<file path="config.mk">
export PLATFORM = sky130hd
export DESIGN_NAME = program_counter
export DESIGN_NICKNAME = d
export VERILOG_FILES = /design/src/design/fetch_pkg.sv /design/src/design/program_counter.sv
export SDC_FILE = /design/constraint.sdc
export NUM_CORES = 1
export LEC_CHECK = 0
export ABC_AREA = 1
export ABC_CLOCK_PERIOD_IN_PS = 3450
export BUFFER_PORTS_ARGS = -buffer_cell sky130_fd_sc_hd__buf_2
export CAP_MARGIN = 40
export CORE_MARGIN = 3
export CORE_UTILIZATION = 40
export CTS_BUF_LIST = sky130_fd_sc_hd__clkbuf_8
export CTS_CLUSTER_SIZE = 20
export DETAILED_ROUTE_END_ITERATION = 8
export HOLD_SLACK_MARGIN = 0.05
export PLACE_DENSITY = 0.64
export SLEW_MARGIN = 15
export SYNTH_ARGS = -nofsm -noshare
export SYNTH_HDL_FRONTEND = slang
export SYNTH_SLANG_ARGS = --single-unit
</file>
<file path="constraint.sdc">
create_clock -name i_clock -period 3.45 [get_ports i_clock]
set_clock_uncertainty 0.05 [all_clocks]
set_input_delay 0.1725 -clock i_clock [delete_from_list [all_inputs] [get_ports i_clock]]
set_output_delay 0.1725 -clock i_clock [all_outputs]
set_load 0.02 [all_outputs]
</file>
<file path="src/design/fetch_pkg.sv">
package fetch_pkg;

  // Word geometry
  localparam int unsigned NB_WORD        = 32;  // PC and instruction width
  localparam int unsigned NB_BYTE_OFFSET = 2;   // Byte bits below the word index

  // Instruction memory
  localparam int unsigned N_WORDS      = 256;
  localparam int unsigned NB_WORD_ADDR = $clog2(N_WORDS);  // Index from PC[9:2]

  // Immediate fields supplied by decode
  localparam int unsigned NB_INM_I = 16;  // BEQ/BNE offset
  localparam int unsigned NB_INM_J = 26;  // J/JAL target field

  // J/JAL keeps the PC region bits above the shifted target field
  localparam int unsigned NB_PC_REGION = NB_WORD - NB_INM_J - NB_BYTE_OFFSET;

  // Sign bits prepended to the shifted branch offset
  localparam int unsigned NB_BRANCH_EXT = NB_WORD - NB_INM_I - NB_BYTE_OFFSET;

  // Sequential increment, one word
  localparam logic [NB_WORD-1:0] PC_STEP = NB_WORD'(4);

  // Bubble word driven while a taken jump or branch is flushed
  localparam logic [NB_WORD-1:0] NOP_WORD = '0;

  // Fetch controller states
  typedef enum logic [1:0] {
    ST_IDLE     = 2'b00,  // Waiting for a load request or a start
    ST_LOAD_ACK = 2'b01,  // Word written, waiting for the request to drop
    ST_RUN      = 2'b10   // Fetching
  } fetch_state_t;

endpackage

</file>
<file path="src/design/program_counter.sv">
module program_counter (
  input  logic                             i_clock,
  input  logic                             i_reset,
  input  logic                             i_clear,     // Start of run
  input  logic                             i_step,      // End of a load handshake
  input  logic                             i_advance,   // Run fetch issued
  input  logic                             i_branch,
  input  logic                             i_jump_inm,
  input  logic                             i_jump_rs,
  input  logic [fetch_pkg::NB_INM_I-1:0]   i_inm_i,
  input  logic [fetch_pkg::NB_INM_J-1:0]   i_inm_j,
  input  logic [fetch_pkg::NB_WORD-1:0]    i_rs,
  output logic [fetch_pkg::NB_WORD-1:0]    o_pc
);

  import fetch_pkg::*;

  logic [NB_WORD-1:0] pc;
  logic [NB_WORD-1:0] pc_plus4;
  logic [NB_WORD-1:0] branch_offset;
  logic [NB_WORD-1:0] jump_target;
  logic [NB_WORD-1:0] pc_next;

  assign pc_plus4 = pc + PC_STEP;

  // Signed word offset, relative to the incremented PC
  assign branch_offset = {{NB_BRANCH_EXT{i_inm_i[NB_INM_I-1]}},
                          i_inm_i,
                          {NB_BYTE_OFFSET{1'b0}}};

  assign jump_target = {pc[NB_WORD-1 -: NB_PC_REGION],
                        i_inm_j,
                        {NB_BYTE_OFFSET{1'b0}}};

  always_comb begin
    case ({i_branch, i_jump_rs, i_jump_inm})
      3'b000:  pc_next = pc_plus4;                  // Sequential
      3'b001:  pc_next = jump_target;               // J/JAL
      3'b010:  pc_next = i_rs;                      // JR/JALR
      3'b100:  pc_next = pc_plus4 + branch_offset;  // BEQ/BNE taken
      default: pc_next = pc;                        // Conflicting selects
    endcase
  end

  // Clear wins over the load step, which wins over the run advance
  always_ff @(posedge i_clock) begin
    if (i_reset) begin
      pc <= '0;
    end else if (i_clear) begin
      pc <= '0;
    end else if (i_step) begin
      pc <= pc_plus4;  // Next load address
    end else if (i_advance) begin
      pc <= pc_next;
    end
  end

  assign o_pc = pc;

endmodule

</file>
==> qor.yml, run 1 <==
outcome: "finished clean"
hold_ws_ns: 0.08878
worstReg2RegStart: "o_pc[2]"
critPathRequiredTime_ns: 3.55
p_leak_nw: 3.087
yosys_warnings: 0
route.detailed.drc: 0
dp_hpwl_microns: 15260
hold_buffers: 0
fmax_mhz: 300.5
ios: 114
hold_end: "o_pc[0]"
crit_path_start_kind: "flop"
core_area_sq_mm: 0.01161
crit_fanout: 5
cts-buffers-inserted: 5
grt_start_max_net_pins: 34
dieArea_sq_mm: 0.01343
syn_to_final_growth_pct: 23.54
cts_root_buf: "clkbuf_8"
crit_slowest_cell: "dfxtp_1"
setup_viol: 0
ir_worst_vdd_v: 0.0001492
critPathMostFrequentCell: "nand2_1"
clk_latency_ns: 0.30
start_util: 0.4160
pre_cts_ws_ns: 0.0005431
gp_congestion: 0.9729
rsz0062_at_grt: "yes"
finalHoldViolations: 0
hold_class: "input port to flop"
diodes: 0
fin_crit_ns: 3.327
worstMarginPinSlew_ns: 0.6650
drive_above_1_share: 0.2165
antenna_found_initial: 0
power.total_mw: 1.166
hp-start: "i_rs[0]"
dr.pass1.iters: 5
routed_via_density: 5.379
synthCells: 875
fp-row-count: 39
grt_usage: 0.2743
die_x_microns: 115.9
cts_sinks: 32
worstReg2RegEnd: "o_pc[26]"
vias: 6186
rrSetupSlack_ns: 0.12
drtIter0Drc: 554
largest_reg_flops: 32
grt_first_pass_wirelength_microns: 28990
finalMaxSlewViolations: 0
critPathCaptureType: "flop"
path_clk_slew_ns: 0.08
grt.overflow.total: 0
antenna_left: 0
worst_slack_ns: 0.1226
grt_pass1_vias: 5719
die_h_microns: 115.9
design_area_sq_mm: 0.005968
ys_seq_area_frac: 0.1326
whs_path_depth: 3
synth_area_sq_mm: 0.004831
min_period_over_period: 0.9645
synth.avg_cell_area_sq_um: 5.521
tritoncts: "built"
ys_types: 37
power_density_mw_per_mm2: 195.4
relSlewSlack: 0.5562
ys_ff_latch: 32
postRouteWirelength_microns: 18620
wire_per_inst_microns: 16.19
ctsHtreeMaxLevel: 2
max_stage_delay_ns: 0.38
fin_nets: 1121
place_area_sq_mm: 0.005690
syn_nets: 990
worst_ep_arrival_time_ns: 3.43
portBuffers: 113
drv_cap: 0
clockBufferDepth: 2
crit_type: "flop to flop"
r2r_cells: 20
path_cells: "ha_2 > nand2_2 > nor3_4 > nand3_4 > nor2_1 > nand4_1 > nand2_1 > inv_1 > ha_2 > nand2_1 > nor2_1 > inv_1 > nor2_1 > nand3_1 > nand3_1 > nand2_1 > nand3_1 > nand2_1 > nand2_1 > a21oi_1"
Yosys cell counts:
library cell | n | share of area
clkinv_1 | 1 | 0.00078
inv_2 | 7 | 0.0054
o31ai_1 | 1 | 0.0016
or2_2 | 4 | 0.0052
o211ai_1 | 7 | 0.011
nor4_1 | 2 | 0.0026
ha_1 | 32 | 0.083
o21ai_1 | 3 | 0.0031
a221oi_2 | 5 | 0.016
o21ai_0 | 29 | 0.030
nor3b_2 | 1 | 0.0026
nand2_1 | 286 | 0.22
nand2_2 | 2 | 0.0026
nand3b_1 | 5 | 0.0078
buf_2 | 4 | 0.0041
nor3_4 | 3 | 0.010
nor4b_1 | 1 | 0.0018
a21o_1 | 4 | 0.0062
xor2_1 | 13 | 0.024
nand3_2 | 1 | 0.0021
a221oi_1 | 11 | 0.020
nor2_1 | 80 | 0.062
a22o_1 | 1 | 0.0018
a211oi_1 | 1 | 0.0016
nor3b_1 | 1 | 0.0016
xnor2_1 | 7 | 0.013
dfxtp_1 | 32 | 0.13
nand4_1 | 22 | 0.028
nand3_1 | 67 | 0.069
nor3_1 | 12 | 0.012
o21bai_1 | 6 | 0.0093
nor2_2 | 4 | 0.0052
a21oi_1 | 82 | 0.085
buf_6 | 4 | 0.0093
clkbuf_1 | 12 | 0.0093
fa_1 | 1 | 0.0041
inv_1 | 121 | 0.094
critical path: cells and delay by family, from the launching register on:
kind | cells | cell delay, ns
AO/OA/AOI/OAI | 1 | 0.05
adder cells (fa/ha/maj) | 2 | 0.60
buffers and inverters | 2 | 0.13
flip-flops | 1 | 0.38
AND/OR/NAND/NOR | 15 | 1.97
placed cells by master, fill, tap and decap left out, types with 11 or more instances in the layout:
master	synthesis	routed
nand2_1	286	281
inv_1	121	121
buf_2	4	113
a21oi_1	82	78
nor2_1	80	69
nand3_1	67	65
buf_4	0	31
ha_1	32	29
dfxtp_1	32	26
nand4_1	22	22
o21ai_0	29	22
xor2_1	13	12
nor2_2	4	11
a221oi_1	11	11
final cells by class:
class                      count  area [sq um]
multi-input combinational    694          3766
fill                        1285          5645
clock inverter                 2         10.01
clock buffer                   6         82.58
inverter                     129         484.2
tap                          143         178.9
sequential                    32         648.1
timing repair buffer         144         798.3
where the power goes:
part	switching [mW]	internal (mW)
logic	0.294	0.163
registers	0.0126	0.380
clock network	0.158	0.159
kinds of logic (layout without fill, tap and decap cells):
kind of cell | Yosys count | count (layout) | synth area share
and+or+nand+nor | 491 | 491 | 0.4362
DFF | 32 | 32 | 0.1326
buffers and inverters | 149 | 281 | 0.1230
xor gates and xnor gates | 20 | 20 | 0.03626
AOI/OAI and AO/OA | 150 | 150 | 0.1849
adders and majority gates | 33 | 33 | 0.08702
worst max path at each step:
stage / start / endpoint / slack, ns / depth (start not counted)
after CTS: o_pc[2] / o_pc[20] / 0.02 / 17
after detailed placement: o_pc[3] / o_pc[27] / 0.0005 / 19
after floorplan: o_pc[3] / o_pc[17] / 0.46 / 17
after global routing: o_pc[2] / o_pc[26] / -0.09 / 20
final: o_pc[2] / o_pc[26] / 0.12 / 20
after global placement: o_pc[3] / o_pc[17] / 0.10 / 18
metrics by stage:
| step | utilization | setup TNS [ns] | cells |
|---|---|---|---|
| finish | 0.5139 | 0 | 1150 |
| global route | 0.5139 | -0.2815 | 1150 |
| global placement | 0.4900 | 0 | 1141 |
| detailed placement | 0.4900 | 0 | 1141 |
| CTS | 0.4985 | 0 | 1149 |
| floorplan | - | 0 | 875 |
layer usage:
metal | track usage | up-vias | part of all wire
li1 | - | 3145 | -
met1 | 0.3700 | 2735 | 0.44
met2 | 0.4576 | 272 | 0.46
met3 | 0.03342 | 34 | 0.072
met4 | 0.08353 | 0 | 0.029
met5 | 0 | - | 0
repair_timing:
action	4_1_cts	5_1_grt
gates resized for setup	2	51
setup endpoints to repair	2	20
buffers inserted	0	1
pin swaps	0	4
(Power assumes the default switching activity.)
==> inputs of run 2 (changes only) <==
--- a/config.mk
+++ b/config.mk
@@ -11,7 +11,6 @@
 export CAP_MARGIN = 40
 export CORE_MARGIN = 3
 export CORE_UTILIZATION = 40
-export CTS_BUF_LIST = sky130_fd_sc_hd__clkbuf_8
 export CTS_CLUSTER_SIZE = 20
 export DETAILED_ROUTE_END_ITERATION = 8
 export HOLD_SLACK_MARGIN = 0.05
==> run 2 against run 1 <==
Wire length is 0.10% higher. Die area stayed put. Combinational power barely moved. Clock power grew 44%. Global-route usage is essentially flat. Critical path depth unchanged. Worst setup slack gained 0.065 ns. Design area grew 1.2%. Register-to-register slack improved by 0.06 ns. Critical endpoint unchanged. Largest cell class unchanged.
==> qor.yml, run 2 (synthesis results as in run 1) <==
fmax_mhz: 306.5
worst_slack_ns: 0.1874
fin_nets: 1122
largest_reg_flops: 32
grt_usage: 0.2741
multi_input_area_sq_mm: 0.003777
finalHoldViolations: 0
core_area_sq_mm: 0.01161
drive_above_1_share: 0.2163
pre_cts_ws_ns: 0.0005431
power_density_mw_per_mm2: 216.1
antenna_left: 0
tritoncts: "built"
route.detailed.drc: 0
portBuffers: 113
place_area_sq_mm: 0.005690
vias: 6173
postRouteWirelength_microns: 18640
diodes: 0
design_area_sq_mm: 0.006041
relSlewSlack: 0.5589
seqCellArea_sq_um: 645.6
p_leak_nw: 3.118
worstMarginPinSlew_ns: 0.6610
drv_cap: 0
syn_to_final_growth_pct: 25.05
dieArea_sq_mm: 0.01343
ir_worst_vdd_v: 0.0001828
ios: 114
crit_path_start_kind: "flop"
start_util: 0.4160
routed_via_density: 5.363
cts_root_buf: "clkbuf_16"
min_period_over_period: 0.9457
wire_per_inst_microns: 16.19
grt_first_pass_wirelength_microns: 28980
finalMaxSlewViolations: 0
clk_latency_ns: 0.28
gp_congestion: 0.9729
crit_fanout: 5
drtIter0Drc: 507
ctsHtreeMaxLevel: 2
grt_start_max_net_pins: 34
dp_hpwl_microns: 15260
fp-row-count: 39
layout.cells.non_filler: 1151
setup_viol: 0
hold_class: "input port to flop"
dr.pass1.iters: 5
place_inst: 1141
die_h_microns: 115.9
final_common_cell: "nand2_1"
rsz0062_at_grt: "yes"
cts-buffers-inserted: 5
fin_crit_ns: 3.263
grt.overflow.total: 0
mostFrequentLayoutCells: "nand2_1, inv_1, buf_2"
cts_sinks: 32
critPathRequiredTime_ns: 3.54
worst_ep_arrival_time_ns: 3.35
fin_tns_setup_ns: 0
grt_pass1_vias: 5721
path_clk_slew_ns: 0.06
antenna_found_initial: 0
crit_type: "flop to flop"
clockBufferDepth: 2
critPathCaptureType: "flop"
outcome: "finished clean"
power.total_mw: 1.305
fillCellCount: 1276
die_x_microns: 115.9
[run 2: changes by cell type in the layout (fill, tap and decap cells not counted), moves of 2 or more]
cell | previous run | this run
clkbuf_16 | 0 | 5
dfxtp_2 | 6 | 4
clkbuf_8 | 6 | 1
dfxtp_1 | 26 | 28
o21ai_1 | 9 | 7
[run 2: critical path, cell delays in order, from the launching register on]
cell and delay (ns):
dfxtp_1 0.37, ha_2 0.23, nand2_2 0.11, nor3_4 0.22, nand3_4 0.20, nor2_2 0.16
nand4_1 0.11, nand2_1 0.11, inv_1 0.05, ha_2 0.37, nand2_1 0.10, nor2_1 0.15
inv_1 0.08, nor2_1 0.15, nand3_1 0.13, nand3_1 0.09, nand2_1 0.05, nand3_1 0.14
nand2_1 0.11, nand2_1 0.07, a21oi_1 0.05
[run 2: what timing repair did]
item / CTS / global route
pin swaps: 0 / 4
endpoints found under the hold margin: 0 / 0
hold buffers: 0 / 0
gates resized for setup: 2 / 49
setup endpoints to repair: 2 / 20
setup buffers: 0 / 2
[run 2: worst paths after layout]
kind / start / end / slack (ns) / cells after the start
worst max-delay path: o_pc[3] / o_pc[26] / 0.19 / 20
worst min-delay path: i_rs[0] / o_pc[0] / 0.11 / 3
worst max register to register: o_pc[3] / o_pc[26] / 0.19 / 20
worst min register to register: o_pc[31] / o_pc[31] / 0.46 / 2
[run 2: per-stage QoR]
stage          hold WS [ns]    util
6_report             0.1108  0.5201
5_1_grt              0.1436  0.5201
4_1_cts              0.1095  0.5033
3_5_place_dp         0.4096  0.4900
3_3_place_gp         0.4025  0.4900
2_1_floorplan        0.2877       -
[run 2: metal layers]
layer,share of wire,GRT usage,vias to the layer above
li1,-,-,3146
met3,0.070,0.03394,36
met5,0,0,-
met2,0.46,0.4584,257
met1,0.44,0.3687,2734
met4,0.032,0.08275,0
[run 2: final cells by class]
type	instances	area share
Multi-Input combinational cell	694	0.6253
Timing Repair Buffer	145	0.1334
Clock inverter	2	0.001657
Tap cell	143	0.02962
Sequential cell	32	0.1069
Inverter	129	0.08016
Clock buffer	6	0.02299
[run 2: power breakdown]
group | total, mW | internal, mW | switching, mW | leakage, nW
registers | 0.393 | 0.380 | 0.0127 | 0.261
clock network | 0.455 | 0.284 | 0.170 | 0.0766
logic | 0.458 | 0.164 | 0.294 | 2.78
