==> src/design/fetch_pkg.sv <==
package fetch_pkg;

  // Word geometry
  localparam int unsigned NB_WORD        = 32;  // PC and instruction width
  localparam int unsigned NB_BYTE_OFFSET = 2;   // Byte bits below the word index

  // Instruction memory
  localparam int unsigned N_WORDS      = 256;
  localparam int unsigned NB_WORD_ADDR = $clog2(N_WORDS);  // Index from PC[9:2]

  // Immediate fields supplied by decode
  localparam int unsigned NB_INM_I = 16;  // BEQ/BNE offset
  localparam int unsigned NB_INM_J = 26;  // J/JAL target field

  // J/JAL keeps the PC region bits above the shifted target field
  localparam int unsigned NB_PC_REGION = NB_WORD - NB_INM_J - NB_BYTE_OFFSET;

  // Sign bits prepended to the shifted branch offset
  localparam int unsigned NB_BRANCH_EXT = NB_WORD - NB_INM_I - NB_BYTE_OFFSET;

  // Sequential increment, one word
  localparam logic [NB_WORD-1:0] PC_STEP = NB_WORD'(4);

  // Bubble word driven while a taken jump or branch is flushed
  localparam logic [NB_WORD-1:0] NOP_WORD = '0;

  // Fetch controller states
  typedef enum logic [1:0] {
    ST_IDLE     = 2'b00,  // Waiting for a load request or a start
    ST_LOAD_ACK = 2'b01,  // Word written, waiting for the request to drop
    ST_RUN      = 2'b10   // Fetching
  } fetch_state_t;

endpackage

==> src/design/fetch_control.sv <==
module fetch_control (
  input  logic i_clock,
  input  logic i_reset,
  input  logic i_load_req,
  input  logic i_start,
  input  logic i_stop,
  input  logic i_valid,
  output logic o_load_ack,
  output logic o_running,
  output logic o_pc_clear,
  output logic o_pc_step,
  output logic o_pc_advance,
  output logic o_mem_write,
  output logic o_mem_read,
  output logic o_instr_valid
);

  import fetch_pkg::*;

  fetch_state_t state;
  fetch_state_t state_next;

  always_comb begin
    state_next   = state;
    o_pc_clear   = 1'b0;
    o_pc_step    = 1'b0;
    o_pc_advance = 1'b0;
    o_mem_write  = 1'b0;
    o_mem_read   = 1'b0;

    case (state)
      ST_IDLE: begin
        if (i_load_req) begin
          o_mem_write = 1'b1;         // Word lands at the current PC
          state_next  = ST_LOAD_ACK;
        end else if (i_start) begin
          o_pc_clear = 1'b1;          // Run always begins at address 0
          state_next = ST_RUN;
        end
      end

      // Handshake open, start is not looked at here
      ST_LOAD_ACK: begin
        if (!i_load_req) begin
          o_pc_step  = 1'b1;
          state_next = ST_IDLE;
        end
      end

      ST_RUN: begin
        if (i_stop) begin
          state_next = ST_IDLE;       // No fetch issued on the stop cycle
        end else if (i_valid) begin
          o_mem_read   = 1'b1;
          o_pc_advance = 1'b1;
        end
      end

      default: begin
        state_next = ST_IDLE;
      end
    endcase
  end

  always_ff @(posedge i_clock) begin
    if (i_reset) begin
      state <= ST_IDLE;
    end else begin
      state <= state_next;
    end
  end

  // One cycle behind each issued read, so at most one fetch in flight
  always_ff @(posedge i_clock) begin
    if (i_reset) begin
      o_instr_valid <= 1'b0;
    end else begin
      o_instr_valid <= o_mem_read;
    end
  end

  assign o_load_ack = (state == ST_LOAD_ACK);
  assign o_running  = (state == ST_RUN);

endmodule

==> config.mk <==
export PLATFORM = sky130hd
export DESIGN_NAME = fetch_control
export DESIGN_NICKNAME = d
export VERILOG_FILES = /design/src/design/fetch_pkg.sv /design/src/design/fetch_control.sv
export SDC_FILE = /design/constraint.sdc
export NUM_CORES = 1
export LEC_CHECK = 0
export BUFFER_PORTS_ARGS = -buffer_cell sky130_fd_sc_hd__buf_2
export CAP_MARGIN = 0
export CORE_AREA = 4 4 41 43
export CTS_CLUSTER_SIZE = 30
export DETAILED_ROUTE_END_ITERATION = 10
export DIE_AREA = 0 0 45 47
export SYNTH_ARGS = -nofsm -noshare
export SYNTH_HDL_FRONTEND = slang
export SYNTH_SLANG_ARGS = --single-unit
==> constraint.sdc <==
create_clock -name i_clock -period 1.4 [get_ports i_clock]
set_input_delay 0.14 -clock i_clock [delete_from_list [all_inputs] [get_ports i_clock]]
set_output_delay 0.14 -clock i_clock [all_outputs]
set_load 0.01 [all_outputs]
==> results of run 1 <==
-- worst max-delay path, stage by stage, from the launching register on --
cell and delay [ps]:
dfxtp_1 420, and2b_1 210, nor2b_1 120, buf_2 130
-- worst paths after layout --
check	startpoint	endpoint	slack, ps	cells past startpoint
max	state[1]$_SDFFE_PP0P_	o_pc_step	160	3
min	i_reset	state[1]$_SDFFE_PP0P_	120	2
max reg2reg	state[1]$_SDFFE_PP0P_	state[1]$_SDFFE_PP0P_	340	2
min reg2reg	state[0]$_SDFFE_PP0P_	state[1]$_SDFFE_PP0P_	530	1
-- sequential cells by signal, indices dropped and copies added (netlist names) --
register / cells
state: 2
o_instr_valid: 1
-- metrics by stage --
stage          utilization [%]  setup slack [ps]  cell area, um2  std cells
2_1_floorplan                -               416             159         15
3_3_place_gp              18.1               386             235         42
3_5_place_dp              18.1               361             235         42
4_1_cts                   20.1               143             262         46
5_1_grt                   20.1              79.9             262         46
6_report                  20.1               158             262         46
-- final cells by class --
class | count | area (um2)
clock buffers | 4 | 26.3
fillers | 154 | 1040
multi-input cells | 11 | 91.3
flip-flops and latches | 3 | 60.1
well taps | 15 | 18.8
repair buffers | 13 | 65.1
-- kinds of logic after synthesis --
family                 Yosys count  share of synthesized area, %
AO/OA/AOI/OAI                    1                          7.87
buffers and inverters            1                          4.73
flip-flops                       3                          37.8
AND/OR/NAND/NOR                 10                          49.6
-- placed cells by master, fill, tap and decap left out --
cell type  instances
a211oi_2           1
and2b_1            1
and4bb_2           1
buf_2             13
clkbuf_1           1
clkbuf_4           3
dfxtp_1            3
nor2b_1            3
nor3b_1            2
nor4b_1            1
or2b_1             1
or3b_1             1
-- power by group through the flow --
stage / registers (mW) / clock network, mW / logic, mW
3_3_place_gp: 0.0959 / 0 / 0.0376
3_5_place_dp: 0.0961 / 0 / 0.0374
6_report: 0.0946 / 0.143 / 0.0370
5_1_grt: 0.0958 / 0.160 / 0.0406
2_1_floorplan: 0.0946 / 0 / 0.0191
4_1_cts: 0.0949 / 0.148 / 0.0378
-- metal layers --
metal / share of wire [%] / vias up / global-route usage [%]
met5: 0 / - / 0
met4: 0 / 0 / 5.26
met3: 5.7 / 0 / 0.766
met2: 63 / 2 / 8.19
met1: 31 / 77 / 2.94
li1: - / 85 / -
==> metrics.cfg, run 1 <==
[clock_network]
root_buffer=clkbuf_4
numCtsBuffers=3
ctsHtreeMaxLevel=1
cts_tree=done
cts_setup_buffers=0
worst_skew_pair.late_latency_ps=220
clock_path_buffers=2
post_cts_resized=0
postCtsHoldBufs=0
cts.clk_slew.worst_paths_ps=30
cts.sinks=3

[power]
pwr-share-seq_pct=34.5
clock_power_share_pct=52.0
p_sw_share_pct=21.2
p_comb_share_pct=13.5
power_leakage_nw=0.129
internal-power_mw=0.216
power_switching_mw=0.0580
totalPowerFinal_mw=0.274
max-vdd-ir-drop_mv=0.159
powerDensity_nw_per_um2=1050

[synth]
synth_cell_types=10
ys_seq_area_share_pct=37.8
synth-seq-cells=3
netlist_instances=15
synth_area_um2=159
synthTopCellsByCount=dfxtp_1, nor2b_1, nor3b_1
synth.avg_cell_area_um2=10.6
synth_edf_count=0
netlist.area_leader.share_pct=37.8
syn-num-nets=21
yosys_warnings=0
yosys.area.top_type=dfxtp_1
async_reset_ff_share_pct=0
yosys-top-cells-area=dfxtp_1, nor2b_1, nor3b_1
synthFlopType=dfxtp_1

[sta]
rsz0062_at_grt=false
post-route-period-util_pct=88.7
finalSetupViolations=0
post-route-min-period_ps=1240
hold_viol_final=0
worstMarginPinSlew_ps=250
relSlewSlack_pct=83.1
fmaxAchievable_mhz=805
holdWs_ps=124
tns_ps=0
clock_skew_ps=1.12
slew_violations=0

[critical_path]
worst-path-max-fanout=8
worst-endpoint-arrival_ps=1100
critical_path_required_ps=1260
path_class=reg2out
start_kind=register
worstSetupEndpointType=output port

[job]
cap_viol_max_count=0

[drt]
firstDrtPassIters=2
ant_nets=0
wirelength_um=405
routed_via_density=3.57
routedWlPerCell_um=8.80
drt_iter0_markers=3
drc=0
vias=164

[floorplan]
dieArea_um2=2120
initial_core_util_pct=12.2
core_um2=1300
die_h_um=47
pin_count=14
row_count=13
chipWidth_um=45

[hold_path]
hold_path_class=in2reg

[grt]
grt_max_degree=9
grt.total_usage_pct=4.18
antenna_found_initial=0
grt_pass1_vias=163
overflow=0
grt_pass1_wl_um=600

[cells_and_area]
drive_gt1_share_pct=58.1
area_growth_pct=64.6
nets=38
diodes=0

[placement]
dp_hpwl_um=338
port_buffers=13
gp_congestion=0.602

[outcome]
status=completed

Note: power is estimated with default switching activity, not from simulation.
==> run 2, diff against run 1 <==
- CTS_CLUSTER_DIAMETER: not set -> 60
- SETUP_SLACK_MARGIN: not set -> 0.4
- clock period: 1.4 -> 1.5 ns (I/O delays scaled with it)
==> metrics.cfg, run 2 (synthesis gave the netlist of run 1 again) <==
[critical_path]
path_class=reg2out  ; unchanged
max_stage_delay_ps=350  ; was 420 ps
worst-path-max-fanout=6  ; was 8
path_buf_inv=1  ; unchanged
slowest_stage=dfxtp_4  ; was dfxtp_1
critical_path_required_ps=1350  ; was 1260 ps
start_kind=register  ; unchanged
cp_cell_sequence=and4bb_2 -> buf_6  ; was and2b_1 -> nor2b_1 -> buf_2
worst-endpoint-arrival_ps=1030  ; was 1100 ps
crit_family=flip-flops  ; unchanged
worstSetupEndpointType=output port  ; unchanged

[power]
powerDensity_nw_per_um2=898  ; was 1050 nW/um2
power_leakage_nw=0.134  ; was 0.129 nW
max-vdd-ir-drop_mv=0.154  ; was 0.159 mV

[job]
cap_viol_max_count=0  ; unchanged

[drt]
wirelength_um=400  ; was 405 um
vias=161  ; was 164
routed_via_density=3.50  ; was 3.57
drt_iter0_markers=2  ; was 3
drc=0  ; unchanged
firstDrtPassIters=2  ; unchanged
ant_nets=0  ; unchanged
routedWlPerCell_um=8.70  ; was 8.80 um

[cells_and_area]
largest-register=state  ; unchanged
register_area_um2=67.6  ; was 60.1 um2
drive_gt1_share_pct=67.7  ; was 58.1%
fin_area_um2=288  ; was 262 um2
nets=38  ; unchanged
mostFrequentLayoutCells=buf_2, nor2b_1, clkbuf_4  ; was buf_2, nor2b_1, clkbuf_4, dfxtp_1, nor3b_1
area_growth_pct=81.1  ; was 64.6%
multi_input_area_um2=97.6  ; was 91.3 um2
largest_register_ffs=2  ; unchanged
fill_cells=154  ; unchanged
layout_commonest_cell=buf_2  ; unchanged
diodes=0  ; unchanged
largestRegisters=state x2, o_instr_valid x1  ; unchanged

[grt]
grt_pass1_wl_um=579  ; was 600 um
grt_pass1_vias=158  ; was 163
overflow=0  ; unchanged
antenna_found_initial=0  ; unchanged
grt_max_degree=9  ; unchanged
grt.total_usage_pct=4.03  ; was 4.18%

[placement]
port_buffers=13  ; unchanged
dp_hpwl_um=341  ; was 338 um
dpl_cell_area_um2=235  ; unchanged
gp_congestion=0.596  ; was 0.602

[clock_network]
clock_path_buffers=2  ; unchanged
cts_tree=done  ; unchanged
cts.sinks=3  ; unchanged
cts_setup_buffers=0  ; unchanged
ctsHtreeMaxLevel=1  ; unchanged
root_buffer=clkbuf_4  ; unchanged
cts.clk_slew.worst_paths_ps=30  ; about the same
numCtsBuffers=3  ; unchanged
worst_skew_pair.late_latency_ps=220  ; about the same
postCtsHoldBufs=0  ; unchanged

[sta]
finalSetupViolations=0  ; unchanged
post-route-min-period_ps=1180
fmaxAchievable_mhz=851
clock_skew_ps=0.304  ; was 1.12 ps
post-route-period-util_pct=78.3
tns_ps=0  ; unchanged
worstMarginPinSlew_ps=174  ; was 250 ps
rsz0062_at_grt=true  ; was false
slew_violations=0  ; unchanged
hold_viol_final=0  ; unchanged
relSlewSlack_pct=88.4  ; was 83.1%

[floorplan]
core_um2=1300  ; unchanged
chipWidth_um=45  ; unchanged
row_count=13  ; unchanged
die_h_um=47  ; unchanged
initial_core_util_pct=12.2  ; unchanged
dieArea_um2=2120  ; unchanged
pin_count=14  ; unchanged

[hold_path]
hold_path_class=in2reg  ; unchanged

[outcome]
status=completed  ; unchanged

## run 2: cell count changes in the layout (fill, tap and decap cells not counted)
cell | previous run | this run
nor4b_2 | 0 | 1
nor4b_1 | 1 | 0
buf_2 | 13 | 11
buf_6 | 0 | 2
dfxtp_1 | 3 | 1
dfxtp_4 | 0 | 2
## run 2: final cells by class
type,count,share of cell area [%]
Sequential cell,3,23.5
Timing Repair Buffer,13,27.0
Multi-Input combinational cell,11,33.9
Tap cell,15,6.52
Clock buffer,4,9.13
## run 2: layer usage
| layer | vias to the layer above | global-route usage [%] | share of wire (%) |
|---|---|---|---|
| li1 | 85 | - | - |
| met1 | 74 | 2.49 | 27 |
| met2 | 2 | 8.19 | 68 |
| met3 | 0 | 0.766 | 5.3 |
| met4 | 0 | 5.26 | 0 |
| met5 | - | 0 | 0 |
## run 2: worst paths after layout
check | from | end | slack, ps | cells after the start
worst max-delay path | state[0]$_SDFFE_PP0P_ | o_mem_read | 320 | 2
worst min-delay path | i_reset | state[1]$_SDFFE_PP0P_ | 120 | 2
worst max register to register | state[1]$_SDFFE_PP0P_ | state[1]$_SDFFE_PP0P_ | 460 | 2
worst min register to register | state[0]$_SDFFE_PP0P_ | state[1]$_SDFFE_PP0P_ | 450 | 1
## run 2: power by group
part	switching, mW	leakage, nW	internal [mW]	total [mW]
sequential	0.00513	0.0259	0.0822	0.0874
clock	0.0353	0.0150	0.0993	0.135
combinational	0.0156	0.0930	0.0209	0.0366
total	0.0560	0.134	0.202	0.258
## run 2: metrics by stage
stage / cells / utilization (%) / setup slack (ps) / total power [mW] / hold WS [ps]
after floorplan: 15 / - / 516 / 0.106 / 215
after global placement: 42 / 18.1 / 485 / 0.125 / 353
after detailed placement: 42 / 18.1 / 463 / 0.125 / 355
after CTS: 46 / 21.0 / 315 / 0.265 / 113
after global routing: 46 / 22.1 / 281 / 0.277 / 121
final: 46 / 22.1 / 325 / 0.258 / 119
## run 2: timing repair
item / in CTS / in global routing
pin swaps: 1 / 2
endpoints found under the hold margin: 0 / 0
endpoints found under the setup margin: 6 / 6
gates resized for setup: 4 / 3
## run 2: worst reg2reg max path, cell delays in order (launching register included)
cell and delay [ps]:
dfxtp_4 350, or3b_1 390, a211oi_2 210
==> run 3, diff against run 2 <==
- clock period: 1.5 -> 1.1 ns (I/O delays scaled with it)
==> metrics.cfg, run 3 (synthesis gave the netlist of run 1 again) <==
[cells_and_area]
layout_commonest_cell=buf_2  ; unchanged
area_growth_pct=123  ; was 81.1%
mostFrequentLayoutCells=buf_2, buf_6, clkbuf_4  ; was buf_2, nor2b_1, clkbuf_4
fin_cells=49  ; was 46
drive_gt1_share_pct=85.3  ; was 67.7%
nets=41  ; was 38
fill_cells=156  ; was 154
largest-register=state  ; unchanged
fin_area_um2=354  ; was 288 um2
largest_register_ffs=2  ; unchanged
diodes=0  ; unchanged
largestRegisters=state x2, o_instr_valid x1  ; unchanged

[clock_network]
root_buffer=clkbuf_4  ; unchanged
cts_tree=done  ; unchanged
numCtsBuffers=3  ; unchanged
postCtsHoldBufs=0  ; unchanged
ctsHtreeMaxLevel=1  ; unchanged
worst_skew_pair.late_latency_ps=240  ; was 220 ps
cts.clk_slew.worst_paths_ps=40  ; was 30 ps
cts.sinks=3  ; unchanged
clock_path_buffers=2  ; unchanged

[placement]
dp_hpwl_um=400  ; was 341 um
place_inst=42  ; unchanged
dpl_cell_area_um2=253  ; was 235 um2
gp_congestion=0.687  ; was 0.596
pre_cts_ws_ps=114  ; was 463 ps
port_buffers=13  ; unchanged

[sta]
holdWs_ps=73.3  ; was 119 ps
finalSetupViolations=6  ; was 0
post-route-min-period_ps=1160
worstMarginPinSlew_ps=180  ; was 174 ps
hold_viol_final=0  ; unchanged
fmaxAchievable_mhz=862
relSlewSlack_pct=87.9  ; was 88.4%
clock_skew_ps=4.19  ; was 0.304 ps
slew_violations=0  ; unchanged
post-route-period-util_pct=106
layout_setup_ws_ps=-60.5  ; was 325 ps
rsz0062_at_grt=true  ; unchanged

[critical_path]
critical_path_required_ps=990  ; was 1350 ps
max_stage_delay_ps=350  ; about the same
crit_family=flip-flops  ; unchanged
worst-path-max-fanout=5  ; was 6
worst-endpoint-arrival_ps=1050  ; was 1030 ps
worstSetupEndpointType=output port  ; unchanged
path_buf_inv=1  ; unchanged
path_class=reg2out  ; unchanged
start_kind=register  ; unchanged
slowest_stage=dfxtp_4  ; unchanged
cp_cell_sequence=and4bb_2 -> buf_6  ; unchanged

[drt]
firstDrtPassIters=4  ; was 2
drt_iter0_markers=3  ; was 2
drc=0  ; unchanged
vias=186  ; was 161
routed_via_density=3.80  ; was 3.50
wirelength_um=615  ; was 400 um
routedWlPerCell_um=12.6  ; was 8.70 um
ant_nets=0  ; unchanged

[floorplan]
pin_count=14  ; unchanged
core_um2=1300  ; unchanged
chipWidth_um=45  ; unchanged
initial_core_util_pct=12.2  ; unchanged
dieArea_um2=2120  ; unchanged
row_count=13  ; unchanged
die_h_um=47  ; unchanged

[outcome]
violations=negative setup slack
status=finished with violations  ; was completed

[grt]
grt_pass1_vias=192  ; was 158
overflow=0  ; unchanged
grt_pass1_wl_um=938  ; was 579 um
antenna_found_initial=0  ; unchanged
grt.total_usage_pct=6.79  ; was 4.03%
grt_max_degree=6  ; was 9

[job]
cap_viol_max_count=0  ; unchanged

[power]
max-vdd-ir-drop_mv=0.537  ; was 0.154 mV
power_leakage_nw=0.159  ; was 0.134 nW
powerDensity_nw_per_um2=1120  ; was 898 nW/um2

[hold_path]
hold_path_class=in2reg  ; unchanged

## run 3: where the power goes
group | total, mW | internal [mW] | switching, mW
Sequential | 0.118 | 0.112 | 0.00612
Clock | 0.200 | 0.136 | 0.0635
Combinational | 0.0779 | 0.0459 | 0.0320
## run 3: metrics by stage
step | utilization, % | total power [mW] | TNS [ps]
final | 27.2 | 0.396 | -245
after global routing | 27.2 | 0.417 | -473
after CTS | 25.4 | 0.394 | -299
after floorplan | - | 0.150 | 0
after detailed placement | 19.4 | 0.178 | 0
after global placement | 19.4 | 0.177 | 0
## run 3: metal layers
layer | GRT usage [%] | routed length [um]
met1 | 8.39 | 275
met4 | 3.51 | 0
met3 | 5.75 | 88
met2 | 7.91 | 251
met5 | 0 | 0
## run 3: area by class of cell
class	count	area (um2)	share of cell area (%)
multi-input cells	11	120	33.9
well taps	15	18.8	5.30
clock buffers	4	26.3	7.42
repair buffers	16	120	33.9
flip-flops and latches	3	68.8	19.4
## run 3: repair_timing
item | in CTS | in global routing
pin swaps | 1 | 1
resized for setup | 6 | 6
buffers inserted | 3 | 0
setup endpoints to repair | 10 | 11
## run 3: final timing paths
check,endpoint,from,slack [ps],depth (start not counted)
setup / recovery,o_mem_read,state[0]$_SDFFE_PP0P_,-60,2
hold / removal,state[1]$_SDFFE_PP0P_,i_reset,70,2
setup reg to reg,state[1]$_SDFFE_PP0P_,state[1]$_SDFFE_PP0P_,0,3
hold reg to reg,state[0]$_SDFFE_PP0P_,state[1]$_SDFFE_PP0P_,550,2
